`src/rtl/busMaster_macros.svh`:
```
`ifndef BUS_MASTER_MACROS_SVH
`define BUS_MASTER_MACROS_SVH

// byte width on display and on the write line
`define DATA_WIDTH 8

// cycles a byte stays on the display after its first cycle
`define DISPLAY_CYCLES 5

`define CTRL_PREFIX 3'b111  // start marker of request and control frames
`define ACK_CODE 8'hCC      // upper reply byte that accepts a round
`define START_BYTE 8'h0A    // first byte shown after start

`endif

```
`src/rtl/busMaster_pkg.sv`:
```
`include "busMaster_macros.svh"

package busMaster_pkg;

    typedef logic [`DATA_WIDTH-1:0] dataT;
    typedef logic [2*`DATA_WIDTH-1:0] rxWordT;  // ack byte over data byte
    typedef logic [2:0] slaveIdT;

    ////////////////////
    // link traffic
    ////////////////////

    typedef struct packed {
        logic start;         // one-cycle pulse
        logic readNotWrite;
        dataT wrByte;
    } frameReqT;

    typedef struct packed {
        logic   done;        // one-cycle pulse
        rxWordT rxWord;
    } frameRspT;

    typedef struct packed {
        logic reqBus;
        logic relBus;        // before a grant this withdraws the request
    } arbCmdT;

    typedef struct packed {
        logic granted;
        logic released;
    } arbRspT;

    ////////////////////
    // state machines
    ////////////////////

    typedef enum logic [2:0] {
        mConfigure, mIdle, mDisplay, mWriteRound, mReadRound, mCheckAck, mEnded
    } masterStateT;

    typedef enum logic [2:0] {
        arbIdle, arbWaitFree, arbSendReq, arbWaitGrant, arbAck, arbRelease
    } arbStateT;

    typedef enum logic [2:0] {
        linkIdle, linkCtrl, linkWrite, linkRead, linkStop, linkDone
    } linkStateT;

endpackage

```
`src/rtl/arbiterLink.sv`:
```
`timescale 1ns/10ps
`include "busMaster_macros.svh"

module arbiterLink import busMaster_pkg::*; #(
    parameter slaveIdT SLAVE_ID = 3'b101
) (
    input  logic   clk,
    input  logic   rstN,
    input  logic   arbCont,
    input  arbCmdT cmd,
    output logic   arbSend,
    output arbRspT rsp
);

    arbStateT   state;
    logic [5:0] reqShift;
    logic [2:0] bitCnt;
    logic [1:0] arbHist;    // two most recent arbCont samples

    wire [5:0] reqWord = {`CTRL_PREFIX, SLAVE_ID};

    always_ff @(posedge clk or negedge rstN) begin
        if (!rstN) begin
            state    <= arbIdle;
            reqShift <= '0;
            bitCnt   <= '0;
            arbHist  <= '0;
            arbSend  <= 1'b0;
            rsp      <= '0;
        end else begin
            arbHist <= {arbHist[0], arbCont};
            rsp     <= '0;
            if (cmd.relBus && state != arbIdle && state != arbRelease) begin
                // request withdrawn before the grant completed
                state   <= arbIdle;
                arbSend <= 1'b0;
            end else begin
                case (state)
                    arbIdle: begin
                        arbSend <= 1'b0;
                        bitCnt  <= '0;
                        if (cmd.reqBus) state <= arbWaitFree;
                        else if (cmd.relBus) state <= arbRelease;
                    end
                    arbWaitFree: if (!arbCont) begin  // first bit goes out once the bus is quiet
                        arbSend  <= reqWord[5];
                        reqShift <= {reqWord[4:0], 1'b0};
                        bitCnt   <= 3'd1;
                        state    <= arbSendReq;
                    end
                    arbSendReq: begin
                        arbSend  <= reqShift[5];
                        reqShift <= {reqShift[4:0], 1'b0};
                        bitCnt   <= bitCnt + 3'd1;
                        if (bitCnt == 3'd5) state <= arbWaitGrant;
                    end
                    arbWaitGrant: begin
                        arbSend <= 1'b0;
                        if (arbHist == 2'b11) begin
                            arbSend <= 1'b1;    // ack pattern 1 0 1
                            bitCnt  <= '0;
                            state   <= arbAck;
                        end
                    end
                    arbAck: begin
                        bitCnt  <= bitCnt + 3'd1;
                        arbSend <= (bitCnt == 3'd1);
                        if (bitCnt == 3'd2) begin
                            rsp.granted <= 1'b1;
                            state       <= arbIdle;
                        end
                    end
                    arbRelease: begin   // 0 went out on entry and 1 1 0 follow
                        bitCnt  <= bitCnt + 3'd1;
                        arbSend <= (bitCnt != 3'd2);
                        if (bitCnt == 3'd2) begin
                            rsp.released <= 1'b1;
                            state        <= arbIdle;
                        end
                    end
                    default: state <= arbIdle;
                endcase
            end
        end
    end

endmodule

```
`src/rtl/slaveLink.sv`:
```
`timescale 1ns/10ps
`include "busMaster_macros.svh"

module slaveLink import busMaster_pkg::*; #(
    parameter slaveIdT SLAVE_ID = 3'b101
) (
    input  logic     clk,
    input  logic     rstN,
    input  logic     rD,
    input  logic     ready,
    input  frameReqT req,
    output logic     control,
    output logic     wrD,
    output logic     valid,
    output frameRspT rsp
);

    localparam int cntW = $clog2(2 * `DATA_WIDTH);

    linkStateT         state;
    logic      [6:0]   ctrlShift;
    logic [cntW-1:0]   bitCnt;
    dataT              txShift;
    logic              isRead;

    // prefix, address, then 1 for write and 0 for read
    wire [6:0] ctrlWord = {`CTRL_PREFIX, SLAVE_ID, ~req.readNotWrite};

    always_ff @(posedge clk or negedge rstN) begin
        if (!rstN) begin
            state     <= linkIdle;
            ctrlShift <= '0;
            bitCnt    <= '0;
            txShift   <= '0;
            isRead    <= 1'b0;
            control   <= 1'b0;
            wrD       <= 1'b0;
            valid     <= 1'b0;
            rsp       <= '0;
        end else begin
            rsp.done <= 1'b0;
            case (state)
                linkIdle: begin
                    control <= 1'b0;
                    valid   <= 1'b0;
                    wrD     <= 1'b0;
                    if (req.start) begin
                        control   <= ctrlWord[6];
                        ctrlShift <= {ctrlWord[5:0], 1'b0};
                        txShift   <= req.wrByte;
                        isRead    <= req.readNotWrite;
                        bitCnt    <= cntW'(1);
                        state     <= linkCtrl;
                    end
                end

                ////////////////////
                // control word
                ////////////////////
                linkCtrl: begin
                    control   <= ctrlShift[6];
                    ctrlShift <= {ctrlShift[5:0], 1'b0};
                    bitCnt    <= bitCnt + 1'b1;
                    if (bitCnt == cntW'(6)) begin     // last of 7 bits
                        bitCnt <= '0;
                        state  <= isRead ? linkRead : linkWrite;
                    end
                end

                ////////////////////
                // data phase
                ////////////////////
                linkWrite: begin
                    control <= 1'b0;
                    valid   <= 1'b1;
                    wrD     <= txShift[`DATA_WIDTH-1];      // msb first
                    txShift <= {txShift[`DATA_WIDTH-2:0], 1'b0};
                    bitCnt  <= bitCnt + 1'b1;
                    if (bitCnt == cntW'(`DATA_WIDTH - 1)) state <= linkStop;
                end
                linkRead: begin
                    control <= 1'b0;
                    if (ready) begin    // slave stalls by dropping ready
                        rsp.rxWord <= {rsp.rxWord[2*`DATA_WIDTH-2:0], rD};
                        bitCnt     <= bitCnt + 1'b1;
                        if (bitCnt == cntW'(2 * `DATA_WIDTH - 1)) state <= linkStop;
                    end
                end

                linkStop: begin
                    valid   <= 1'b0;
                    wrD     <= 1'b0;
                    control <= 1'b1;    // stop bit
                    state   <= linkDone;
                end
                linkDone: begin
                    control  <= 1'b0;
                    rsp.done <= 1'b1;
                    state    <= linkIdle;
                end
                default: state <= linkIdle;
            endcase
        end
    end

endmodule

```
`src/rtl/masterCtrl.sv`:
```
`timescale 1ns/10ps
`include "busMaster_macros.svh"

module masterCtrl import busMaster_pkg::*; (
    input  logic       clk,
    input  logic       rstN,
    input  logic       start,
    input  logic       eoc,
    input  arbRspT     arbRsp,
    input  frameRspT   frameRsp,
    output arbCmdT     arbCmd,
    output frameReqT   frameReq,
    output logic [1:0] doneCom,
    output dataT       dataOut,
    output logic       disData
);

    localparam int dispW = $clog2(`DISPLAY_CYCLES + 1);

    // steps inside one bus round
    localparam logic [1:0] stepReq     = 2'd0;
    localparam logic [1:0] stepGrant   = 2'd1;
    localparam logic [1:0] stepFrame   = 2'd2;
    localparam logic [1:0] stepRelease = 2'd3;

    masterStateT        state;
    logic [1:0]         step;
    logic [dispW-1:0]   dispCnt;

    wire ackOk   = (frameRsp.rxWord[2*`DATA_WIDTH-1 -: `DATA_WIDTH] == `ACK_CODE);

    always_ff @(posedge clk or negedge rstN) begin
        if (!rstN) begin
            state    <= mConfigure;
            step     <= stepReq;
            dispCnt  <= '0;
            arbCmd   <= '0;
            frameReq <= '0;
            doneCom  <= 2'b00;
            dataOut  <= '0;
            disData  <= 1'b0;
        end else begin
            arbCmd         <= '0;
            frameReq.start <= 1'b0;
            case (state)
                mConfigure: if (start) state <= mIdle;

                mIdle: begin
                    if (start) begin
                        dataOut <= `START_BYTE;
                        disData <= 1'b1;
                        dispCnt <= '0;
                        doneCom <= 2'b11;
                        state   <= mDisplay;
                    end else if (eoc) begin
                        doneCom <= 2'b01;
                        state   <= mEnded;
                    end else begin
                        step  <= stepReq;
                        state <= mReadRound;
                    end
                end

                ////////////////////
                // display phase
                ////////////////////
                mDisplay: begin
                    dispCnt <= dispCnt + 1'b1;
                    if (dispCnt == dispW'(`DISPLAY_CYCLES)) begin
                        disData <= 1'b0;
                        dispCnt <= '0;
                        step    <= stepReq;
                        state   <= mWriteRound;
                    end
                end

                ////////////////////
                // bus rounds
                ////////////////////
                mWriteRound, mReadRound: begin
                    if (eoc && (step == stepReq || step == stepGrant)) begin
                        // pull the request back while still waiting on the arbiter
                        arbCmd.relBus <= (step == stepGrant);
                        doneCom       <= 2'b01;
                        state         <= mEnded;
                    end else begin
                        case (step)
                            stepReq: begin
                                arbCmd.reqBus <= 1'b1;
                                step          <= stepGrant;
                            end
                            stepGrant: if (arbRsp.granted) begin
                                frameReq.start        <= 1'b1;
                                frameReq.readNotWrite <= (state == mReadRound);
                                frameReq.wrByte       <= dataOut + 1'b1;  // next byte
                                step                  <= stepFrame;
                            end
                            stepFrame: if (frameRsp.done) begin
                                arbCmd.relBus <= 1'b1;
                                step          <= stepRelease;
                            end
                            stepRelease: if (arbRsp.released) begin
                                step  <= stepReq;
                                state <= (state == mWriteRound) ? mReadRound : mCheckAck;
                            end
                        endcase
                    end
                end

                mCheckAck: begin
                    if (ackOk) begin
                        dataOut <= frameRsp.rxWord[`DATA_WIDTH-1:0];
                        disData <= 1'b1;
                        dispCnt <= '0;
                        doneCom <= 2'b11;
                        state   <= mDisplay;
                    end else begin
                        doneCom <= 2'b01;   // bad ack code
                        state   <= mEnded;
                    end
                end

                mEnded: disData <= 1'b0;   // dataOut keeps the last byte

                default: state <= mConfigure;
            endcase
        end
    end

endmodule

```
`src/rtl/masterExternal.sv`:
```
`timescale 1ns/10ps

module masterExternal import busMaster_pkg::*; #(
    parameter slaveIdT SLAVE_ID = 3'b101
) (
    input  logic       clk,
    input  logic       rstN,
    input  logic       start,
    input  logic       eoc,
    input  logic       rD,
    input  logic       ready,
    input  logic       arbCont,
    output logic [1:0] doneCom,
    output dataT       dataOut,
    output logic       disData,
    output logic       control,
    output logic       wrD,
    output logic       valid,
    output logic       arbSend
);

    arbCmdT   arbCmd;
    arbRspT   arbRsp;
    frameReqT frameReq;
    frameRspT frameRsp;

    arbiterLink #(.SLAVE_ID(SLAVE_ID)) u_arb (
        .clk, .rstN, .arbCont, .cmd(arbCmd), .arbSend, .rsp(arbRsp)
    );

    slaveLink #(.SLAVE_ID(SLAVE_ID)) u_link (
        .clk, .rstN, .rD, .ready, .req(frameReq),
        .control, .wrD, .valid, .rsp(frameRsp)
    );

    masterCtrl u_ctrl (
        .clk, .rstN, .start, .eoc, .arbRsp, .frameRsp,
        .arbCmd, .frameReq, .doneCom, .dataOut, .disData
    );

endmodule

```
`config.mk`:
```
export PLATFORM = sky130hd
export DESIGN_NAME = masterExternal
export DESIGN_NICKNAME = d
export VERILOG_FILES = /design/src/rtl/busMaster_pkg.sv /design/src/rtl/arbiterLink.sv /design/src/rtl/slaveLink.sv /design/src/rtl/masterCtrl.sv /design/src/rtl/masterExternal.sv
export VERILOG_INCLUDE_DIRS = /design/src /design/src/rtl
export SDC_FILE = /design/constraint.sdc
export NUM_CORES = 1
export LEC_CHECK = 0
export ABC_AREA = 1
export CORE_UTILIZATION = 64
export CTS_CLUSTER_DIAMETER = 80
export DETAILED_ROUTE_END_ITERATION = 7
export DONT_BUFFER_PORTS = 1
export PLACE_DENSITY = 0.8
export SETUP_SLACK_MARGIN = 0.2
export SLEW_MARGIN = 0
export SYNTH_ARGS = -nofsm -noshare
export SYNTH_HDL_FRONTEND = slang
export SYNTH_SLANG_ARGS = --single-unit
```
`constraint.sdc`:
```
create_clock -name clk -period 1.8 [get_ports clk]
set_input_delay 0.18 -clock clk [delete_from_list [all_inputs] [get_ports clk]]
set_output_delay 0.18 -clock clk [all_outputs]
set_load 0.03 [all_outputs]
```
==> impl_metrics.json <==
{
  "ios": 22,
  "crit_fanout": 6,
  "synthMostInstantiatedCell": "sky130_fd_sc_hd__nand2_1",
  "drive_gt1_frac": 0.1407,
  "fin_hold_ws_ns": -0.4994,
  "synthTopCellsByArea": "sky130_fd_sc_hd__dfrtp_1 (47%), sky130_fd_sc_hd__nand2_1 (15%), sky130_fd_sc_hd__inv_1 (5.2%)",
  "synthesis.yosys.warnings": 0,
  "critPathBufInv": 2,
  "htreeDepth": 3,
  "worst_path_most_repeated_cell": "sky130_fd_sc_hd__nand2_1",
  "final_min_period_over_clock_period": 0.8249,
  "grt_start_max_net_pins": 90,
  "grt_first_pass_wirelength_um": 15630,
  "power.total_uw": 7698,
  "failing_checks": "negative hold slack",
  "dp_worst_setup_slack_ns": 0.2265,
  "worst_ep_arrival_time_ns": 1.78,
  "post_synth.cell_area_avg_um2": 8.060,
  "fp.dieArea_um2": 7676,
  "wl_um": 9060,
  "finalMaxSlewViolations": 0,
  "drt_pass1_iterations": 5,
  "pd_cells_nw_per_um2": 1511,
  "unrepaired_setup_endpoints_after_global_routing": "true",
  "initial_core_util": 0.6755,
  "hpwlAfterDp_um": 6400,
  "route.met3.wl_um": 457,
  "endpoint_kind": "flip-flop",
  "post-route-util": 0.7335,
  "post_drt_wl_per_cell_um": 12.94,
  "horizontal_die_dimension_um": 87.61,
  "worstReg2RegEnd": "u_ctrl.disData",
  "clockRootBuffer": "sky130_fd_sc_hd__clkbuf_8",
  "clock_insertion_delay_worst_skew_ns": 0.37,
  "ys_seq_elements": 89,
  "fp-row-count": 30,
  "synth.distinct_cells": 38,
  "vias_per_cell": 5.389,
  "metal_1_wl_um": 4056,
  "r2r.worst_path.cells": 9,
  "post_detailed_route_drc_marker_count": 0,
  "finalSetupTns_ns": 0,
  "routabilityCongestion": 0.9448,
  "timing.critical_path.from_type": "flip-flop",
  "power.leakage_uw": 0.002654,
  "place.port_buffers": 0,
  "peakVddDrop_v": 0.0009936,
  "max_clock_freq_mhz": 673.5,
  "synthFlopType": "sky130_fd_sc_hd__dfrtp_1",
  "cp_slowest_stage_delay_ns": 0.47,
  "run_status": "finished with violations",
  "cts_inserted_buffers": 9,
  "drv.max_cap_violation_count": 0,
  "routed.top_layer": "met4",
  "post-route-worst-setup-slack_ns": 0.3152,
  "postSynth.asyncResetShare": 1.000,
  "synth-seq-area-share": 0.4748,
  "critPathSlowestCell": "sky130_fd_sc_hd__dfrtp_1",
  "antenna_diode_count": 0,
  "tritoncts": "built",
  "core_um2": 6944,
  "post_synth_inst_count": 582,
  "cts_buffer_depth": 2,
  "worst_margin_pin_slew_ns": 0.4537,
  "synth_net_count": 603,
  "via_count": 3772,
  "syn_std_cell_area_um2": 4691,
  "first_iter_violations": 166,
  "critical_path_required_ns": 2.10,
  "die_h_um": 87.61,
  "tritoncts_num_sinks": 89,
  "final-setup-viol-count": 0,
  "cp_class": "reg -> reg",
  "yosys_top_cell_by_area": "sky130_fd_sc_hd__dfrtp_1",
  "path_delay_family": "simple AND/OR/NAND/NOR gates",
  "min-delay-path-class": "in -> async",
  "antenna_found_initial": 0,
  "synth-edff-count": 0,
  "post-route-min-period_ns": 1.485,
  "timing.slew.headroom": 0.6966,
  "via_count_of_the_first_global_routing_pass": 3566,
  "groute.usage.overall": 0.2639,
  "setup_slack_on_the_worst_flop_to_flop_path_ns": 0.32,
  "synth.cells.most_frequent": "sky130_fd_sc_hd__nand2_1 (188), sky130_fd_sc_hd__dfrtp_1 (89), sky130_fd_sc_hd__inv_1 (65)",
  "worstPathCellList": "inv_2 -> nand2_1 -> nor2_2 -> nand2_1 -> inv_1 -> nor2_1 -> nand3_1 -> nand2_1 -> nand2_1",
  "r2r_start": "u_ctrl.state[2]",
  "holdBufCountCts": 3,
  "hold_viol": 89,
  "skew_ns": 0.009534,
  "grt_overflow": 0,
  "synth.top_cell.area_share": 0.4748,
  "finish.net_count": 620,
  "layout-area-overhead-vs-synth_pct": 8.589,
  "clk_transition_reported_paths_ns": 0.09,
  "drt.antenna.violating_nets": 0,
  "detailed_route_wirelength_on_metal2_um": 4293
}
-- state kept, by name, indices dropped and copies added (netlist names), 2 cells and up --
signal and cells:
u_ctrl.dispCnt 3, u_arb.reqShift 5, u_ctrl.arbCmd 2, u_arb.rsp 2, u_ctrl.doneCom 2, u_link.bitCnt 4, u_link.txShift 8, u_ctrl.step 2
u_arb.state 3, u_link.ctrlShift 6, u_link.state 3, u_link.rsp 17, u_ctrl.state 3, u_ctrl.dataOut 8, u_arb.arbHist 2, u_arb.bitCnt 3
u_ctrl.frameReq 10
-- repair_timing --
item                                    CTS  global route
resized for setup                         1            11
buffers inserted                          0             4
hold endpoints to repair                102            89
endpoints found under the setup margin    1            37
pin swaps                                 0             2
-- layer usage --
layer  up-vias  global-route usage
met2       121              0.4318
met5         -                   0
met1      1735              0.3393
met4         0              0.1207
li1       1891                   -
met3        25             0.05561
-- per-stage QoR --
step                instances  instance area (um^2)
floorplan                 582                  4691
CTS                       696                  5035
detailed placement        677                  4808
global placement          677                  4808
global route              700                  5094
finish                    700                  5094
-- area by class of cell --
cell class	instances	area [um^2]
multi-input cells	406	2118
inverters	75	284.0
fillers	544	1851
flip-flops and latches	89	2233
clock buffers	10	127.6
clock inverters	6	67.56
repair buffers	18	142.6
well taps	96	120.1
-- cells by family (layout without fill, tap and decap cells) --
family / Yosys count / after routing / share of synthesized area
and+or+nand+nor: 320 / 320 / 0.3164
AOI/OAI and AO/OA: 64 / 64 / 0.07789
DFF: 89 / 89 / 0.4748
buffers and inverters: 87 / 109 / 0.07869
xor gates and xnor gates: 8 / 8 / 0.01494
adders and majority gates: 14 / 14 / 0.03734
-- power breakdown --
part,switching (uW),internal (uW)
clock network,723,647
registers,594,2520
logic,2070,1140
total,3390,4310
-- worst max-delay path by stage --
stage | cells past startpoint | start | end
4_1_cts | 8 | u_ctrl.state[1] | u_ctrl.dataOut[1]
2_1_floorplan | 8 | u_link.state[2] | u_link.state[0]
3_3_place_gp | 8 | u_link.state[1] | u_link.state[0]
3_5_place_dp | 8 | u_ctrl.state[1] | u_ctrl.dataOut[1]
6_report | 9 | u_ctrl.state[2] | u_ctrl.disData
5_1_grt | 6 | u_link.state[1] | u_link.txShift[5]
-- cell usage in the layout, fill, tap and decap left out, types with 5 or more instances in the layout --
cell type                  count
sky130_fd_sc_hd__nand2_2       7
sky130_fd_sc_hd__dfrtp_1      84
sky130_fd_sc_hd__dfrtp_2       5
sky130_fd_sc_hd__nand3b_1      7
sky130_fd_sc_hd__xor2_1        6
sky130_fd_sc_hd__nand3_1      48
sky130_fd_sc_hd__clkbuf_8      9
sky130_fd_sc_hd__nand3_2       5
sky130_fd_sc_hd__inv_2         9
sky130_fd_sc_hd__inv_1        65
sky130_fd_sc_hd__buf_4        15
sky130_fd_sc_hd__o21ai_1      16
sky130_fd_sc_hd__nand4_1       7
sky130_fd_sc_hd__nand2_1     188
sky130_fd_sc_hd__nor2_2        6
sky130_fd_sc_hd__ha_1         13
sky130_fd_sc_hd__nor2_4        5
sky130_fd_sc_hd__nor3_1        6
sky130_fd_sc_hd__o21ai_0      24
sky130_fd_sc_hd__a21oi_1       7
sky130_fd_sc_hd__nor2_1       30
sky130_fd_sc_hd__o21ai_2       5
(Power assumes the default switching activity.)
